[src/logic/meas_settings.svh]
`ifndef MEAS_SETTINGS_SVH
`define MEAS_SETTINGS_SVH

// ----------------------------------------
// bus and field widths
`define WB_DAT_W      16
`define WB_SEL_W      2
`define WB_ADR_W      32
`define REG_IDX_W     7                   // adr[7:1]

`define FRAME_LEN_W   16
`define IFG_W         32
`define IP4_W         32
`define MAC_W         48
`define IP6_W         128
`define LAT_W         24

// ----------------------------------------
// register word indices
`define REG_CTRL        7'h00
`define REG_FRAME_LEN   7'h03
`define REG_IFG_HI      7'h04
`define REG_IFG_LO      7'h05
`define REG_SRCIP_HI    7'h08
`define REG_SRCIP_LO    7'h09
`define REG_SRCMAC_0    7'h0b             // mac bits 47:32
`define REG_SRCMAC_1    7'h0c
`define REG_SRCMAC_2    7'h0d
`define REG_GWIP_HI     7'h10
`define REG_GWIP_LO     7'h11
`define REG_DSTMAC_0    7'h13             // read only
`define REG_DSTMAC_1    7'h14
`define REG_DSTMAC_2    7'h15
`define REG_DSTIP_HI    7'h16
`define REG_DSTIP_LO    7'h17
`define REG_TXPPS_HI    7'h20
`define REG_TXPPS_LO    7'h21
`define REG_TXTPUT_HI   7'h22
`define REG_TXTPUT_LO   7'h23
`define REG_TXIP_HI     7'h26
`define REG_TXIP_LO     7'h27
`define REG_RXPPS_HI    7'h28
`define REG_RXPPS_LO    7'h29
`define REG_RXTPUT_HI   7'h2a
`define REG_RXTPUT_LO   7'h2b
`define REG_RXLAT_HI    7'h2c
`define REG_RXLAT_LO    7'h2d
`define REG_RXIP_HI     7'h2e
`define REG_RXIP_LO     7'h2f
`define REG_V6SRC_BASE  7'h40             // eight words
`define REG_V6DST_BASE  7'h48             // eight words

// ----------------------------------------
// power-on defaults
`define DEF_TX_ENABLE     1'b1
`define DEF_TX_IPV6       1'b0
`define DEF_TX_FULLROUTE  1'b0
`define DEF_FRAME_LEN     16'd64
`define DEF_IFG           32'd12
`define DEF_SRC_MAC       48'h0037_7600_0100
`define DEF_GW_IP         32'h0a00_1401   // 10.0.20.1
`define DEF_SRC_IP        32'h0a00_1469   // 10.0.20.105
`define DEF_DST_IP        32'h0a00_1569   // 10.0.21.105
`define DEF_V6_SRC        128'h3776_0000_0000_0020_0000_0000_0000_0105
`define DEF_V6_DST        128'h3776_0000_0000_0021_0000_0000_0000_0105

`endif

[src/logic/meas_pkg.sv]
`default_nettype none

`include "meas_settings.svh"

package meas_pkg;

  // ----------------------------------------
  // wishbone
  typedef struct packed {
    logic [`WB_ADR_W-1:0] adr;
    logic [`WB_DAT_W-1:0] dat;            // master write data
    logic [`WB_SEL_W-1:0] sel;
    logic                 we;
    logic                 cyc;
    logic                 stb;
  } wb_req_t;

  typedef struct packed {
    logic [`WB_DAT_W-1:0] dat;            // readback, bus byte order
    logic                 ack;
  } wb_rsp_t;

  // write request toward the register bank, field byte order
  typedef struct packed {
    logic                  valid;
    logic [`REG_IDX_W-1:0] idx;
    logic [`WB_DAT_W-1:0]  dat;
    logic [`WB_SEL_W-1:0]  be;            // be[0] is slice bits 7:0
  } reg_wr_t;

  // ----------------------------------------
  // traffic generator configuration
  typedef struct packed {
    logic                    enable;
    logic                    ipv6;
    logic                    fullroute;
    logic [`FRAME_LEN_W-1:0] frame_len;
    logic [`IFG_W-1:0]       ifg;
    logic [`IP4_W-1:0]       src_ip;
    logic [`IP4_W-1:0]       gw_ip;
    logic [`IP4_W-1:0]       dst_ip;
    logic [`MAC_W-1:0]       src_mac;
    logic [`IP6_W-1:0]       v6_src;
    logic [`IP6_W-1:0]       v6_dst;
  } tx_cfg_t;

  // results reported by the measurement engine
  typedef struct packed {
    logic [`MAC_W-1:0] dst_mac;           // resolved by arp
    logic [31:0]       tx_pps;
    logic [31:0]       tx_tput;
    logic [`IP4_W-1:0] tx_ip;
    logic [31:0]       rx_pps;
    logic [31:0]       rx_tput;
    logic [`IP4_W-1:0] rx_ip;
    logic [`LAT_W-1:0] rx_lat;
  } meas_status_t;

endpackage

`default_nettype wire

[src/logic/wb_slave_port.sv]
`timescale 1ns/1ps
`default_nettype none

`include "meas_settings.svh"

module wb_slave_port
  import meas_pkg::*;
(
  input  wire logic                  clk_125,
  input  wire logic                  core_rst_n,
  input  wire wb_req_t               wb_req_i,
  output wb_rsp_t                    wb_rsp_o,
  output logic [`REG_IDX_W-1:0]      rd_idx_o,
  input  wire logic [`WB_DAT_W-1:0]  rd_dat_i,
  output reg_wr_t                    wr_o
);

  logic                 acc;
  logic                 rd_stb;
  logic                 ack_q;
  logic [`WB_DAT_W-1:0] dat_q;

  assign acc    = wb_req_i.cyc & wb_req_i.stb;
  assign rd_stb = acc & ~wb_req_i.we;

  // ----------------------------------------
  // ack and readback
  always_ff @(posedge clk_125 or negedge core_rst_n) begin
    if (!core_rst_n) begin
      ack_q <= 1'b0;
      dat_q <= '0;
    end else begin
      ack_q <= acc & ~ack_q;              // alternates while stb held
      if (rd_stb) begin
        dat_q <= rd_dat_i;
      end
    end
  end

  assign wb_rsp_o = '{dat: dat_q, ack: ack_q};

  assign rd_idx_o = wb_req_i.adr[`REG_IDX_W:1];

  // ----------------------------------------
  // write request
  always_comb begin
    wr_o.valid = acc & wb_req_i.we;
    wr_o.idx   = wb_req_i.adr[`REG_IDX_W:1];
    wr_o.dat   = {wb_req_i.dat[7:0], wb_req_i.dat[15:8]};  // bus halfword is byte swapped
    wr_o.be[0] = wb_req_i.sel[0];         // steers bus 15:8, slice 7:0
    wr_o.be[1] = wb_req_i.sel[1];         // steers bus 7:0, slice 15:8
  end

endmodule

`default_nettype wire

[src/logic/tx_cfg_regs.sv]
`timescale 1ns/1ps
`default_nettype none

`include "meas_settings.svh"

module tx_cfg_regs
  import meas_pkg::*;
(
  input  wire logic    clk_125,
  input  wire logic    core_rst_n,
  input  wire reg_wr_t wr_i,
  output tx_cfg_t      cfg_o
);

  localparam logic [`REG_IDX_W-1:0] V6_SRC_BASE = `REG_V6SRC_BASE;
  localparam logic [`REG_IDX_W-1:0] V6_DST_BASE = `REG_V6DST_BASE;

  localparam tx_cfg_t DEF_CFG = '{
    enable:    `DEF_TX_ENABLE,
    ipv6:      `DEF_TX_IPV6,
    fullroute: `DEF_TX_FULLROUTE,
    frame_len: `DEF_FRAME_LEN,
    ifg:       `DEF_IFG,
    src_ip:    `DEF_SRC_IP,
    gw_ip:     `DEF_GW_IP,
    dst_ip:    `DEF_DST_IP,
    src_mac:   `DEF_SRC_MAC,
    v6_src:    `DEF_V6_SRC,
    v6_dst:    `DEF_V6_DST
  };

  tx_cfg_t    cfg_q;
  logic       hit_v6_src;
  logic       hit_v6_dst;
  logic [6:0] v6_ofs;

  // byte-enabled update of one halfword slice
  function automatic logic [15:0] merge_hw(input logic [15:0] cur, input reg_wr_t wr);
    logic [15:0] res;
    res = cur;
    if (wr.be[0]) begin
      res[7:0] = wr.dat[7:0];
    end
    if (wr.be[1]) begin
      res[15:8] = wr.dat[15:8];
    end
    return res;
  endfunction

  assign hit_v6_src = (wr_i.idx[`REG_IDX_W-1:3] == V6_SRC_BASE[`REG_IDX_W-1:3]);
  assign hit_v6_dst = (wr_i.idx[`REG_IDX_W-1:3] == V6_DST_BASE[`REG_IDX_W-1:3]);
  assign v6_ofs     = {~wr_i.idx[2:0], 4'b0000};  // lowest word is the top slice

  // ----------------------------------------
  // register bank
  always_ff @(posedge clk_125 or negedge core_rst_n) begin
    if (!core_rst_n) begin
      cfg_q <= DEF_CFG;
    end else if (wr_i.valid) begin
      if (hit_v6_src) begin
        cfg_q.v6_src[v6_ofs +: 16] <= merge_hw(cfg_q.v6_src[v6_ofs +: 16], wr_i);
      end else if (hit_v6_dst) begin
        cfg_q.v6_dst[v6_ofs +: 16] <= merge_hw(cfg_q.v6_dst[v6_ofs +: 16], wr_i);
      end else begin
        case (wr_i.idx)
          `REG_CTRL: begin
            if (wr_i.be[1]) begin
              cfg_q.enable    <= wr_i.dat[15];  // bus bit 7
              cfg_q.ipv6      <= wr_i.dat[14];  // bus bit 6
              cfg_q.fullroute <= wr_i.dat[8];   // bus bit 0
            end
          end
          `REG_FRAME_LEN: begin
            cfg_q.frame_len <= merge_hw(cfg_q.frame_len, wr_i);
          end
          `REG_IFG_HI: begin
            cfg_q.ifg[31:16] <= merge_hw(cfg_q.ifg[31:16], wr_i);
          end
          `REG_IFG_LO: begin
            cfg_q.ifg[15:0] <= merge_hw(cfg_q.ifg[15:0], wr_i);
          end
          `REG_SRCIP_HI: begin
            cfg_q.src_ip[31:16] <= merge_hw(cfg_q.src_ip[31:16], wr_i);
          end
          `REG_SRCIP_LO: begin
            cfg_q.src_ip[15:0] <= merge_hw(cfg_q.src_ip[15:0], wr_i);
          end
          `REG_SRCMAC_0: begin
            cfg_q.src_mac[47:32] <= merge_hw(cfg_q.src_mac[47:32], wr_i);
          end
          `REG_SRCMAC_1: begin
            cfg_q.src_mac[31:16] <= merge_hw(cfg_q.src_mac[31:16], wr_i);
          end
          `REG_SRCMAC_2: begin
            cfg_q.src_mac[15:0] <= merge_hw(cfg_q.src_mac[15:0], wr_i);
          end
          `REG_GWIP_HI: begin
            cfg_q.gw_ip[31:16] <= merge_hw(cfg_q.gw_ip[31:16], wr_i);
          end
          `REG_GWIP_LO: begin
            cfg_q.gw_ip[15:0] <= merge_hw(cfg_q.gw_ip[15:0], wr_i);
          end
          `REG_DSTIP_HI: begin
            cfg_q.dst_ip[31:16] <= merge_hw(cfg_q.dst_ip[31:16], wr_i);
          end
          `REG_DSTIP_LO: begin
            cfg_q.dst_ip[15:0] <= merge_hw(cfg_q.dst_ip[15:0], wr_i);
          end
          default: begin
            // status, dst mac and unmapped words are read only
          end
        endcase
      end
    end
  end

  assign cfg_o = cfg_q;

endmodule

`default_nettype wire

[src/logic/reg_read_mux.sv]
`timescale 1ns/1ps
`default_nettype none

`include "meas_settings.svh"

module reg_read_mux
  import meas_pkg::*;
(
  input  wire logic [`REG_IDX_W-1:0] rd_idx_i,
  input  wire tx_cfg_t               cfg_i,
  input  wire meas_status_t          status_i,
  output logic [`WB_DAT_W-1:0]       rd_dat_o
);

  localparam logic [`REG_IDX_W-1:0] V6_SRC_BASE = `REG_V6SRC_BASE;
  localparam logic [`REG_IDX_W-1:0] V6_DST_BASE = `REG_V6DST_BASE;

  logic       hit_v6_src;
  logic       hit_v6_dst;
  logic [6:0] v6_ofs;

  // field slice to bus byte order
  function automatic logic [15:0] to_bus(input logic [15:0] slice);
    return {slice[7:0], slice[15:8]};
  endfunction

  assign hit_v6_src = (rd_idx_i[`REG_IDX_W-1:3] == V6_SRC_BASE[`REG_IDX_W-1:3]);
  assign hit_v6_dst = (rd_idx_i[`REG_IDX_W-1:3] == V6_DST_BASE[`REG_IDX_W-1:3]);
  assign v6_ofs     = {~rd_idx_i[2:0], 4'b0000};

  always_comb begin
    rd_dat_o = '0;
    if (hit_v6_src) begin
      rd_dat_o = to_bus(cfg_i.v6_src[v6_ofs +: 16]);
    end else if (hit_v6_dst) begin
      rd_dat_o = to_bus(cfg_i.v6_dst[v6_ofs +: 16]);
    end else begin
      case (rd_idx_i)
        // ----------------------------------------
        // configuration
        `REG_CTRL: begin
          rd_dat_o = {8'h00, cfg_i.enable, cfg_i.ipv6, 5'b0_0000, cfg_i.fullroute};
        end
        `REG_FRAME_LEN: rd_dat_o = to_bus(cfg_i.frame_len);
        `REG_IFG_HI:    rd_dat_o = to_bus(cfg_i.ifg[31:16]);
        `REG_IFG_LO:    rd_dat_o = to_bus(cfg_i.ifg[15:0]);
        `REG_SRCIP_HI:  rd_dat_o = to_bus(cfg_i.src_ip[31:16]);
        `REG_SRCIP_LO:  rd_dat_o = to_bus(cfg_i.src_ip[15:0]);
        `REG_SRCMAC_0:  rd_dat_o = to_bus(cfg_i.src_mac[47:32]);
        `REG_SRCMAC_1:  rd_dat_o = to_bus(cfg_i.src_mac[31:16]);
        `REG_SRCMAC_2:  rd_dat_o = to_bus(cfg_i.src_mac[15:0]);
        `REG_GWIP_HI:   rd_dat_o = to_bus(cfg_i.gw_ip[31:16]);
        `REG_GWIP_LO:   rd_dat_o = to_bus(cfg_i.gw_ip[15:0]);
        `REG_DSTIP_HI:  rd_dat_o = to_bus(cfg_i.dst_ip[31:16]);
        `REG_DSTIP_LO:  rd_dat_o = to_bus(cfg_i.dst_ip[15:0]);
        // ----------------------------------------
        // engine results
        `REG_DSTMAC_0:  rd_dat_o = to_bus(status_i.dst_mac[47:32]);
        `REG_DSTMAC_1:  rd_dat_o = to_bus(status_i.dst_mac[31:16]);
        `REG_DSTMAC_2:  rd_dat_o = to_bus(status_i.dst_mac[15:0]);
        `REG_TXPPS_HI:  rd_dat_o = to_bus(status_i.tx_pps[31:16]);
        `REG_TXPPS_LO:  rd_dat_o = to_bus(status_i.tx_pps[15:0]);
        `REG_TXTPUT_HI: rd_dat_o = to_bus(status_i.tx_tput[31:16]);
        `REG_TXTPUT_LO: rd_dat_o = to_bus(status_i.tx_tput[15:0]);
        `REG_TXIP_HI:   rd_dat_o = to_bus(status_i.tx_ip[31:16]);
        `REG_TXIP_LO:   rd_dat_o = to_bus(status_i.tx_ip[15:0]);
        `REG_RXPPS_HI:  rd_dat_o = to_bus(status_i.rx_pps[31:16]);
        `REG_RXPPS_LO:  rd_dat_o = to_bus(status_i.rx_pps[15:0]);
        `REG_RXTPUT_HI: rd_dat_o = to_bus(status_i.rx_tput[31:16]);
        `REG_RXTPUT_LO: rd_dat_o = to_bus(status_i.rx_tput[15:0]);
        `REG_RXLAT_HI:  rd_dat_o = {status_i.rx_lat[23:16], 8'h00};  // top byte only
        `REG_RXLAT_LO:  rd_dat_o = to_bus(status_i.rx_lat[15:0]);
        `REG_RXIP_HI:   rd_dat_o = to_bus(status_i.rx_ip[31:16]);
        `REG_RXIP_LO:   rd_dat_o = to_bus(status_i.rx_ip[15:0]);
        default:        rd_dat_o = '0;    // unmapped
      endcase
    end
  end

endmodule

`default_nettype wire

[src/logic/meas_ctrl_top.sv]
`timescale 1ns/1ps
`default_nettype none

`include "meas_settings.svh"

module meas_ctrl_top
  import meas_pkg::*;
(
  input  wire logic         clk_125,
  input  wire logic         core_rst_n,
  input  wire wb_req_t      wb_req_i,
  output wire wb_rsp_t      wb_rsp_o,
  input  wire meas_status_t status_i,
  output wire tx_cfg_t      cfg_o
);

  logic [`REG_IDX_W-1:0] rd_idx;
  logic [`WB_DAT_W-1:0]  rd_dat;
  reg_wr_t               reg_wr;
  tx_cfg_t               cfg;

  wb_slave_port wb_slave_port_inst (
    .clk_125    (clk_125),
    .core_rst_n (core_rst_n),
    .wb_req_i   (wb_req_i),
    .wb_rsp_o   (wb_rsp_o),
    .rd_idx_o   (rd_idx),
    .rd_dat_i   (rd_dat),
    .wr_o       (reg_wr)
  );

  tx_cfg_regs tx_cfg_regs_inst (
    .clk_125    (clk_125),
    .core_rst_n (core_rst_n),
    .wr_i       (reg_wr),
    .cfg_o      (cfg)
  );

  reg_read_mux reg_read_mux_inst (
    .rd_idx_i   (rd_idx),
    .cfg_i      (cfg),                    // readback of live config
    .status_i   (status_i),
    .rd_dat_o   (rd_dat)
  );

  assign cfg_o = cfg;

endmodule

`default_nettype wire

[config.mk]
export PLATFORM = sky130hd
export DESIGN_NAME = meas_ctrl_top
export DESIGN_NICKNAME = d
export VERILOG_FILES = /design/src/logic/meas_pkg.sv /design/src/logic/wb_slave_port.sv /design/src/logic/tx_cfg_regs.sv /design/src/logic/reg_read_mux.sv /design/src/logic/meas_ctrl_top.sv
export VERILOG_INCLUDE_DIRS = /design/src /design/src/logic
export SDC_FILE = /design/constraint.sdc
export NUM_CORES = 1
export LEC_CHECK = 0
export ABC_CLOCK_PERIOD_IN_PS = 1800
export BUFFER_PORTS_ARGS = -buffer_cell sky130_fd_sc_hd__buf_2
export CORE_AREA = 3 3 302 304
export CTS_BUF_LIST = sky130_fd_sc_hd__clkbuf_8
export DETAILED_ROUTE_END_ITERATION = 6
export DIE_AREA = 0 0 305 307
export MAX_ROUTING_LAYER = met4
export SETUP_SLACK_MARGIN = 0.1
export SYNTH_ARGS = -nofsm -noshare
export SYNTH_HDL_FRONTEND = slang
export SYNTH_SLANG_ARGS = --single-unit
export TNS_END_PERCENT = 10
[constraint.sdc]
create_clock -name clk_125 -period 1.8 [get_ports clk_125]
set_clock_uncertainty 0.05 [all_clocks]
set_input_delay 0.09 -clock clk_125 [delete_from_list [all_inputs] [get_ports clk_125]]
set_output_delay 0.09 -clock clk_125 [all_outputs]
set_load 0.02 [all_outputs]
Yosys cells after proc, flatten, opt, wreduce, memory -nomap -nowiden
Index checks and enable logic that the tools add are counted.
{"block": "totals", "output_inout_bits": 468, "input_bits": 319, "wordCells": 124, "ff_bits": 468}
{"block": "classes", "n_bitwise": 9, "n_reduce_logical": 28, "mux": 19, "shifts": 5, "n_eq_ne": 31, "addsub": 1}
{"op": "16-bit one-hot mux with 30 select lines", "count": 1}
{"op": "128-bit bitwise mux", "count": 2}
{"op": "128-bit by 8-bit indexed part select with 16-bit output", "count": 2}
{"op": "16-bit by 9-bit indexed part select with 128-bit output", "count": 2}
{"op": "16-bit by 9-bit variable shift with 128-bit output (first input constant)", "count": 1}
{"op": "5-bit AND reduction", "count": 25}
{"op": "8-bit two-way mux", "count": 14}
{"op": "7-bit by 6-bit == test with 1-bit output (second input constant)", "count": 14}
{"op": "7-bit by 5-bit == test with 1-bit output (second input constant)", "count": 7}
{"op": "7-bit by 4-bit == test with 1-bit output (second input constant)", "count": 5}
{"op": "16-bit two-way mux", "count": 2}
{"op": "7-bit by 3-bit == test with 1-bit output (second input constant)", "count": 2}
{"op": "7-bit negator with 9-bit output", "count": 1}
{"op": "4-bit == test (second input constant)", "count": 2}
{"op": "7-bit by 2-bit == test with 1-bit output (second input constant)", "count": 1}
{"op": "7-bit logical NOT", "count": 1}
{"op": "1-bit AND", "count": 4}
{"op": "1-bit NOT", "count": 4}
{"op": "3-bit NOT", "count": 1}
{"op": "3-bit AND reduction", "count": 1}
{"op": "2-bit AND reduction", "count": 1}

Logic depth before layout (Yosys ltp)
{"block": "depth", "depth_word": 8, "depth_mapped": 13, "depth_no_buf": 8}

Modules after synthesis
From an unflattened synthesis, not the netlist that was laid out.
{"block": "hier_totals", "hier_cells": 2330, "area_unflattened_um2": 27081.0}
{"module": "tx_cfg_regs", "seq_area_each_um2": 11368.4, "cells_each": 1380, "area_each_um2": 19411.1, "instances": 1}
{"module": "reg_read_mux", "seq_area_each_um2": 0.0, "cells_each": 879, "area_each_um2": 6734.0, "instances": 1}
{"module": "wb_slave_port", "seq_area_each_um2": 425.4, "cells_each": 71, "area_each_um2": 935.9, "instances": 1}

Worst setup path after synthesis
Ideal clock, no wire load.
{"block": "synth_path", "kind": "input to register", "start": "in wb_req_i[23] (netlist name)", "end": "reg tx_cfg_regs_inst.cfg_q, in the netlist tx_cfg_regs_inst.cfg_o[132]", "path_slack_ns": -0.755, "path_stages": 12, "path_buffers": 6, "setup_ns": 0.137, "arrival_ns": 2.368, "path_cell_list": "clkbuf_1 buf_2 buf_2 inv_1 ha_1 or4_1 clkbuf_1 or2_1 clkbuf_1 buf_2 nand2_1 o21ai_0"}
{"block": "synth_via", "elab_chain_cells": 7}
{"item": "from (decl)", "line": "meas_ctrl_top.sv:11", "text": "input wire wb_req_t wb_req_i,"}
{"item": "3-bit NOT (*)", "line": "tx_cfg_regs.sv:52", "text": "assign v6_ofs = {~wr_i.idx[2:0], 4'b0000};"}
{"item": "128-bit by 8-bit indexed part select with 16-bit output", "line": "tx_cfg_regs.sv:61", "text": "cfg_q.v6_src[v6_ofs +: 16] <= merge_hw(cfg_q.v6_src[v6_ofs +: 16], wr_i);"}
{"item": "8-bit two-way mux (on tied branches)", "line": "tx_cfg_regs.sv:41, tx_cfg_regs.sv:44"}
{"item": "8-bit two-way mux", "line": "tx_cfg_regs.sv:60", "text": "if (hit_v6_src) begin"}
{"item": "8-bit two-way mux", "line": "tx_cfg_regs.sv:59", "text": "end else if (wr_i.valid) begin"}
{"item": "16-bit by 9-bit indexed part select with 128-bit output", "line": "tx_cfg_regs.sv:61"}
{"item": "128-bit bitwise mux (*)", "line": "tx_cfg_regs.sv:61"}
{"item": "to (decl)", "line": "tx_cfg_regs.sv:32", "text": "tx_cfg_t cfg_q;"}
Mark *: on every way between the ends. The rest lies on a longest branch, timed or not. The select of a mux whose other input is x is not followed.
A chain may end at the register's enable or synchronous reset.

Final worst setup path
{"block": "layout_path", "start": "reg tx_cfg_regs_inst.cfg_q, in the netlist tx_cfg_regs_inst.cfg_o[192]", "end": "reg tx_cfg_regs_inst.cfg_q, in the netlist tx_cfg_regs_inst.cfg_o[192]"}
{"block": "layout_via", "elab_chain_cells": 6}
{"item": "128-bit by 8-bit indexed part select with 16-bit output", "line": "tx_cfg_regs.sv:61"}
{"item": "8-bit two-way mux", "line": "tx_cfg_regs.sv:41", "text": "if (wr.be[0]) begin"}
{"item": "8-bit two-way mux", "line": "tx_cfg_regs.sv:60"}
{"item": "8-bit two-way mux", "line": "tx_cfg_regs.sv:59"}
{"item": "16-bit by 9-bit indexed part select with 128-bit output", "line": "tx_cfg_regs.sv:61"}
{"item": "128-bit bitwise mux (*)", "line": "tx_cfg_regs.sv:61"}
Marks and branches as above.

==> summary.md <==
| Metric | Value |
|---|---|
| Outcome | complete, but fails checks |
| Violated checks | negative setup slack |
| Mapped Cells | slightly above 2k |
| Reg clk slew, reported paths | roughly 0.06 ns |
| Routed len/inst | about 31 um |
| PD cells | 663 nW/um^2 |
| Max-cap violations | 0 |
| Post-synthesis sequential area ratio | 0.503 |
| GP Congestion | 1.01 |
| Clock latency on the worst-skew pair | between 0.6 and 0.7 ns |
| Slowest CP cell | mux4_2 |
| CTS buffer count | 90 |
| Die Ht | 307 um |
| Setup_tns | -0.000552 ns |
| Number of flops mapped to enable cells by yosys | 0 |
| Final critical-path setup slack | -0.000552 ns |
| Yosys synthesis warning count | 0 |
| Fmax | around 560 MHz |
| Hold WC Path Type | input port to flop |
| H-tree depth | 3 |
| Non-filler cells, final | between 4k and 5k |
| Row count | 109 |
| Uppermost layer routed | met4 |
| IO Count | 787 |
| Pre-antenna DRT Iters | 7 |
| 1st-iter DRT viols | ~2.7k |
| Crit. End Element | flop |
| Drc violations | 0 |
| Largest net degree at the start of global routing | 66 |
| Number of global-route vias before repair | ~27k |
| Setup CP Type | flop to flop |
| Via-to-Cell Ratio | approximately 5.4 |
| CTS Sinks | between 400 and 500 |
| Antenna viol nets, final | 0 |
| Starting Density | 0.265 |
| Met3 wire length | ~14,000 um |
| CP top delay family | multiplexers |
| CP Max Fanout | 8 |
| Slew Limit Fails | 0 |
| First-pass GRT wire length | around 210,000 um |
| Main flop type after synthesis | dfrtp_1 |
| Final Hold Fails | 0 |
| Total gr overflow | 0 |
| Area Growth Syn to Fin | 65.7% |
| Wire length on met2 | slightly below 70,000 um |
| Overall routing resource usage | 0.318 |
| Post-layout nets | ~3.9k |
| Finish-stage setup viols | 1 |
| Crit path arrival time | 2.30 ns |
| Core Box Area | approximately 90,000 um^2 |
| Root Buffer | clkbuf_8 |
| Maximum clock path buffer count | 3 |
| TritonCTS clock tree | yes |
| Crit path launch type | flop |
| Post-synth ARST share | 1.00 |
| Buf+Inv Stages, Crit Path | 1 |
| Die W | between 300 and 400 um |
| Register bit total from synthesis | around 470 |
| WL met1 | between 50,000 and 60,000 um |
| RSZ-0062 raised after global routing | yes |
| Vias post-DR | 26.0k |
| Syn avg cell area | about 11 um^2 |
| Mapped Area | ~23,000 um^2 |
| Lkg Pwr | between 15 and 20 nW |
| Final min period | between 1.5 and 2 ns |
| Final Cycle Share | 1.00 |
| Initial antenna violation count | 21 |
| Cell Chain, Critical Path | mux4_2 > mux2_4 > mux2i_2 > buf_6 > o21ai_1 |
| Die footprint | about 94,000 um^2 |
| Peak supply drop | 0.540 mV |
| WL final | 149,000 um |
| Rel. slew slack | 0.495 |
| Post-synth cell types | 73 |
| Placed cells | ~4.4k |
| CP peak stage delay | 0.50 ns |
| Critical path required time | 2.30 ns |
| # port buffers | between 700 and 800 |
| Fillcell total | about 8.4k |
| Tightest Pin Transition | roughly 0.76 ns |
| Mapped Nets | 2,366 |
| Layout cells sized above 1 | 0.572 |
| Hpwl dp | between 100,000 and 150,000 um |
| Hold WS | between 0.06 and 0.07 ns |
==> state kept, by name, summed over array words and instances (netlist names) <==
name and count:
tx_cfg_regs_inst.cfg_o 451, wb_slave_port_inst.ack_q 1, wb_slave_port_inst.dat_q 16
==> through the flow <==
stage / area (um^2) / util / total power (W) / setup slack [ns]
after CTS: 38500 / 0.435 / 0.0259 / -0.0188
after detailed placement: 33700 / 0.380 / 0.0144 / -1.31
after floorplan: 23600 / - / 0.0122 / -0.252
after global placement: 33700 / 0.380 / 0.0145 / -1.36
final: 38900 / 0.439 / 0.0258 / -0.000552
after global routing: 38900 / 0.439 / 0.0266 / -0.0566
==> logic make-up (layout without fill, tap and decap cells) <==
logic type / after synthesis / count (layout) / synth area share
multiplexers: 416 / 416 / 0.216
buffers and inverters: 155 / 1743 / 0.0331
flip-flops: 468 / 468 / 0.503
AO/OA/AOI/OAI: 509 / 509 / 0.144
other: 0 / 22 / 0
AND/OR/NAND/NOR: 489 / 489 / 0.101
adder cells (fa/ha/maj): 5 / 5 / 0.00267
==> final timing paths <==
path / start / endpoint / slack [ns] / cells past startpoint
max: tx_cfg_regs_inst.cfg_o[192] / tx_cfg_regs_inst.cfg_o[192] / -0.0006 / 5
min: wb_req_i[28] / wb_slave_port_inst.dat_q[11] / 0.07 / 5
max reg2reg: tx_cfg_regs_inst.cfg_o[192] / tx_cfg_regs_inst.cfg_o[192] / -0.0006 / 5
min reg2reg: wb_slave_port_inst.ack_q / wb_slave_port_inst.ack_q / 0.38 / 1
max in group asynchronous: core_rst_n / tx_cfg_regs_inst.cfg_o[245] / 0.21 / 5
min in group asynchronous: core_rst_n / tx_cfg_regs_inst.cfg_o[30] / 0.37 / 3
==> area by class of cell <==
class / instances / area, um^2 / area share
Antenna cell: 22 / 55.1 / 0.00142
Inverter: 4 / 20.0 / 0.000515
Clock buffer: 107 / 1470 / 0.0379
Timing Repair Buffer: 1573 / 12000 / 0.309
Multi-Input combinational cell: 1419 / 11700 / 0.301
Sequential cell: 468 / 11800 / 0.303
Tap cell: 1165 / 1460 / 0.0375
Clock inverter: 59 / 342 / 0.00878
==> repair_timing <==
action / in CTS / in global routing
hold endpoints to repair: 681 / 0
setup endpoints to repair: 206 / 209
setup buffers: 6 / 10
hold buffers: 231 / 0
cloned: 0 / 0
pin swaps: 125 / 51
resized for setup: 235 / 70
==> where the power goes <==
| part | switching, W | total, W | internal (W) |
|---|---|---|---|
| clock network | 0.00502 | 0.0109 | 0.00583 |
| registers | 0.000229 | 0.0109 | 0.0107 |
| logic | 0.00227 | 0.00397 | 0.00170 |
==> synth_stat cells, types with 9 or more instances <==
| master | n | share of area |
|---|---|---|
| nand3_1 | 12 | 0.0026 |
| mux2i_2 | 12 | 0.0070 |
| a22oi_1 | 187 | 0.060 |
| buf_6 | 10 | 0.0048 |
| buf_4 | 17 | 0.0054 |
| buf_2 | 45 | 0.0096 |
| o21ai_1 | 36 | 0.0077 |
| nor3_1 | 14 | 0.0030 |
| mux2_2 | 303 | 0.15 |
| mux2i_1 | 63 | 0.027 |
| mux4_2 | 36 | 0.035 |
| nor4_1 | 12 | 0.0032 |
| a22o_1 | 20 | 0.0075 |
| o22ai_1 | 19 | 0.0051 |
| dfstp_2 | 66 | 0.074 |
| dfrtp_1 | 402 | 0.43 |
| nand4_1 | 30 | 0.0080 |
| o31ai_1 | 14 | 0.0045 |
| clkbuf_1 | 69 | 0.011 |
| a222oi_1 | 13 | 0.0055 |
| nor2_2 | 30 | 0.0080 |
| a21oi_1 | 65 | 0.014 |
| o21a_1 | 14 | 0.0045 |
| o21ai_0 | 104 | 0.022 |
| buf_1 | 10 | 0.0016 |
| nor2_1 | 118 | 0.019 |
| nor2_4 | 9 | 0.0043 |
| nand2_1 | 212 | 0.034 |
==> per-layer routing <==
metal  up-vias  track usage
met5         -            -
met4         0        0.144
met3       491       0.0851
met2      1720        0.486
met1     13021        0.393
li1      10731            -
==> cell usage in the layout (no fill, tap or decap), types with 7 or more instances in the layout <==
cell,instances
nand2b_1,7
a222oi_1,13
o21ai_0,9
o21ai_1,73
o22ai_4,8
o22ai_1,9
buf_6,27
a22oi_1,183
dfrtp_1,401
mux2i_2,13
nor2_2,29
nor3_1,12
nand4_1,30
mux2_4,22
nand2_1,204
buf_2,742
inv_1,45
clkbuf_8,107
nand3_1,10
a21oi_1,61
diode_2,22
o21a_1,10
dlygate4sd3_1,231
o21ai_2,59
mux2i_1,61
a32oi_1,7
mux4_2,36
mux2_2,281
a22o_1,20
buf_4,460
nor2_1,108
nor4_1,7
buf_12,110
nor2_4,20
o31ai_2,10
o211ai_1,7
dfstp_2,66
nand2_2,12
==> worst min-delay path: stages <==
cell,delay (ns)
buf_2,0.13
buf_12,0.13
buf_4,0.15
nand3_1,0.16
a31oi_1,0.10
No activity file was read; power rests on OpenSTA's default activity.
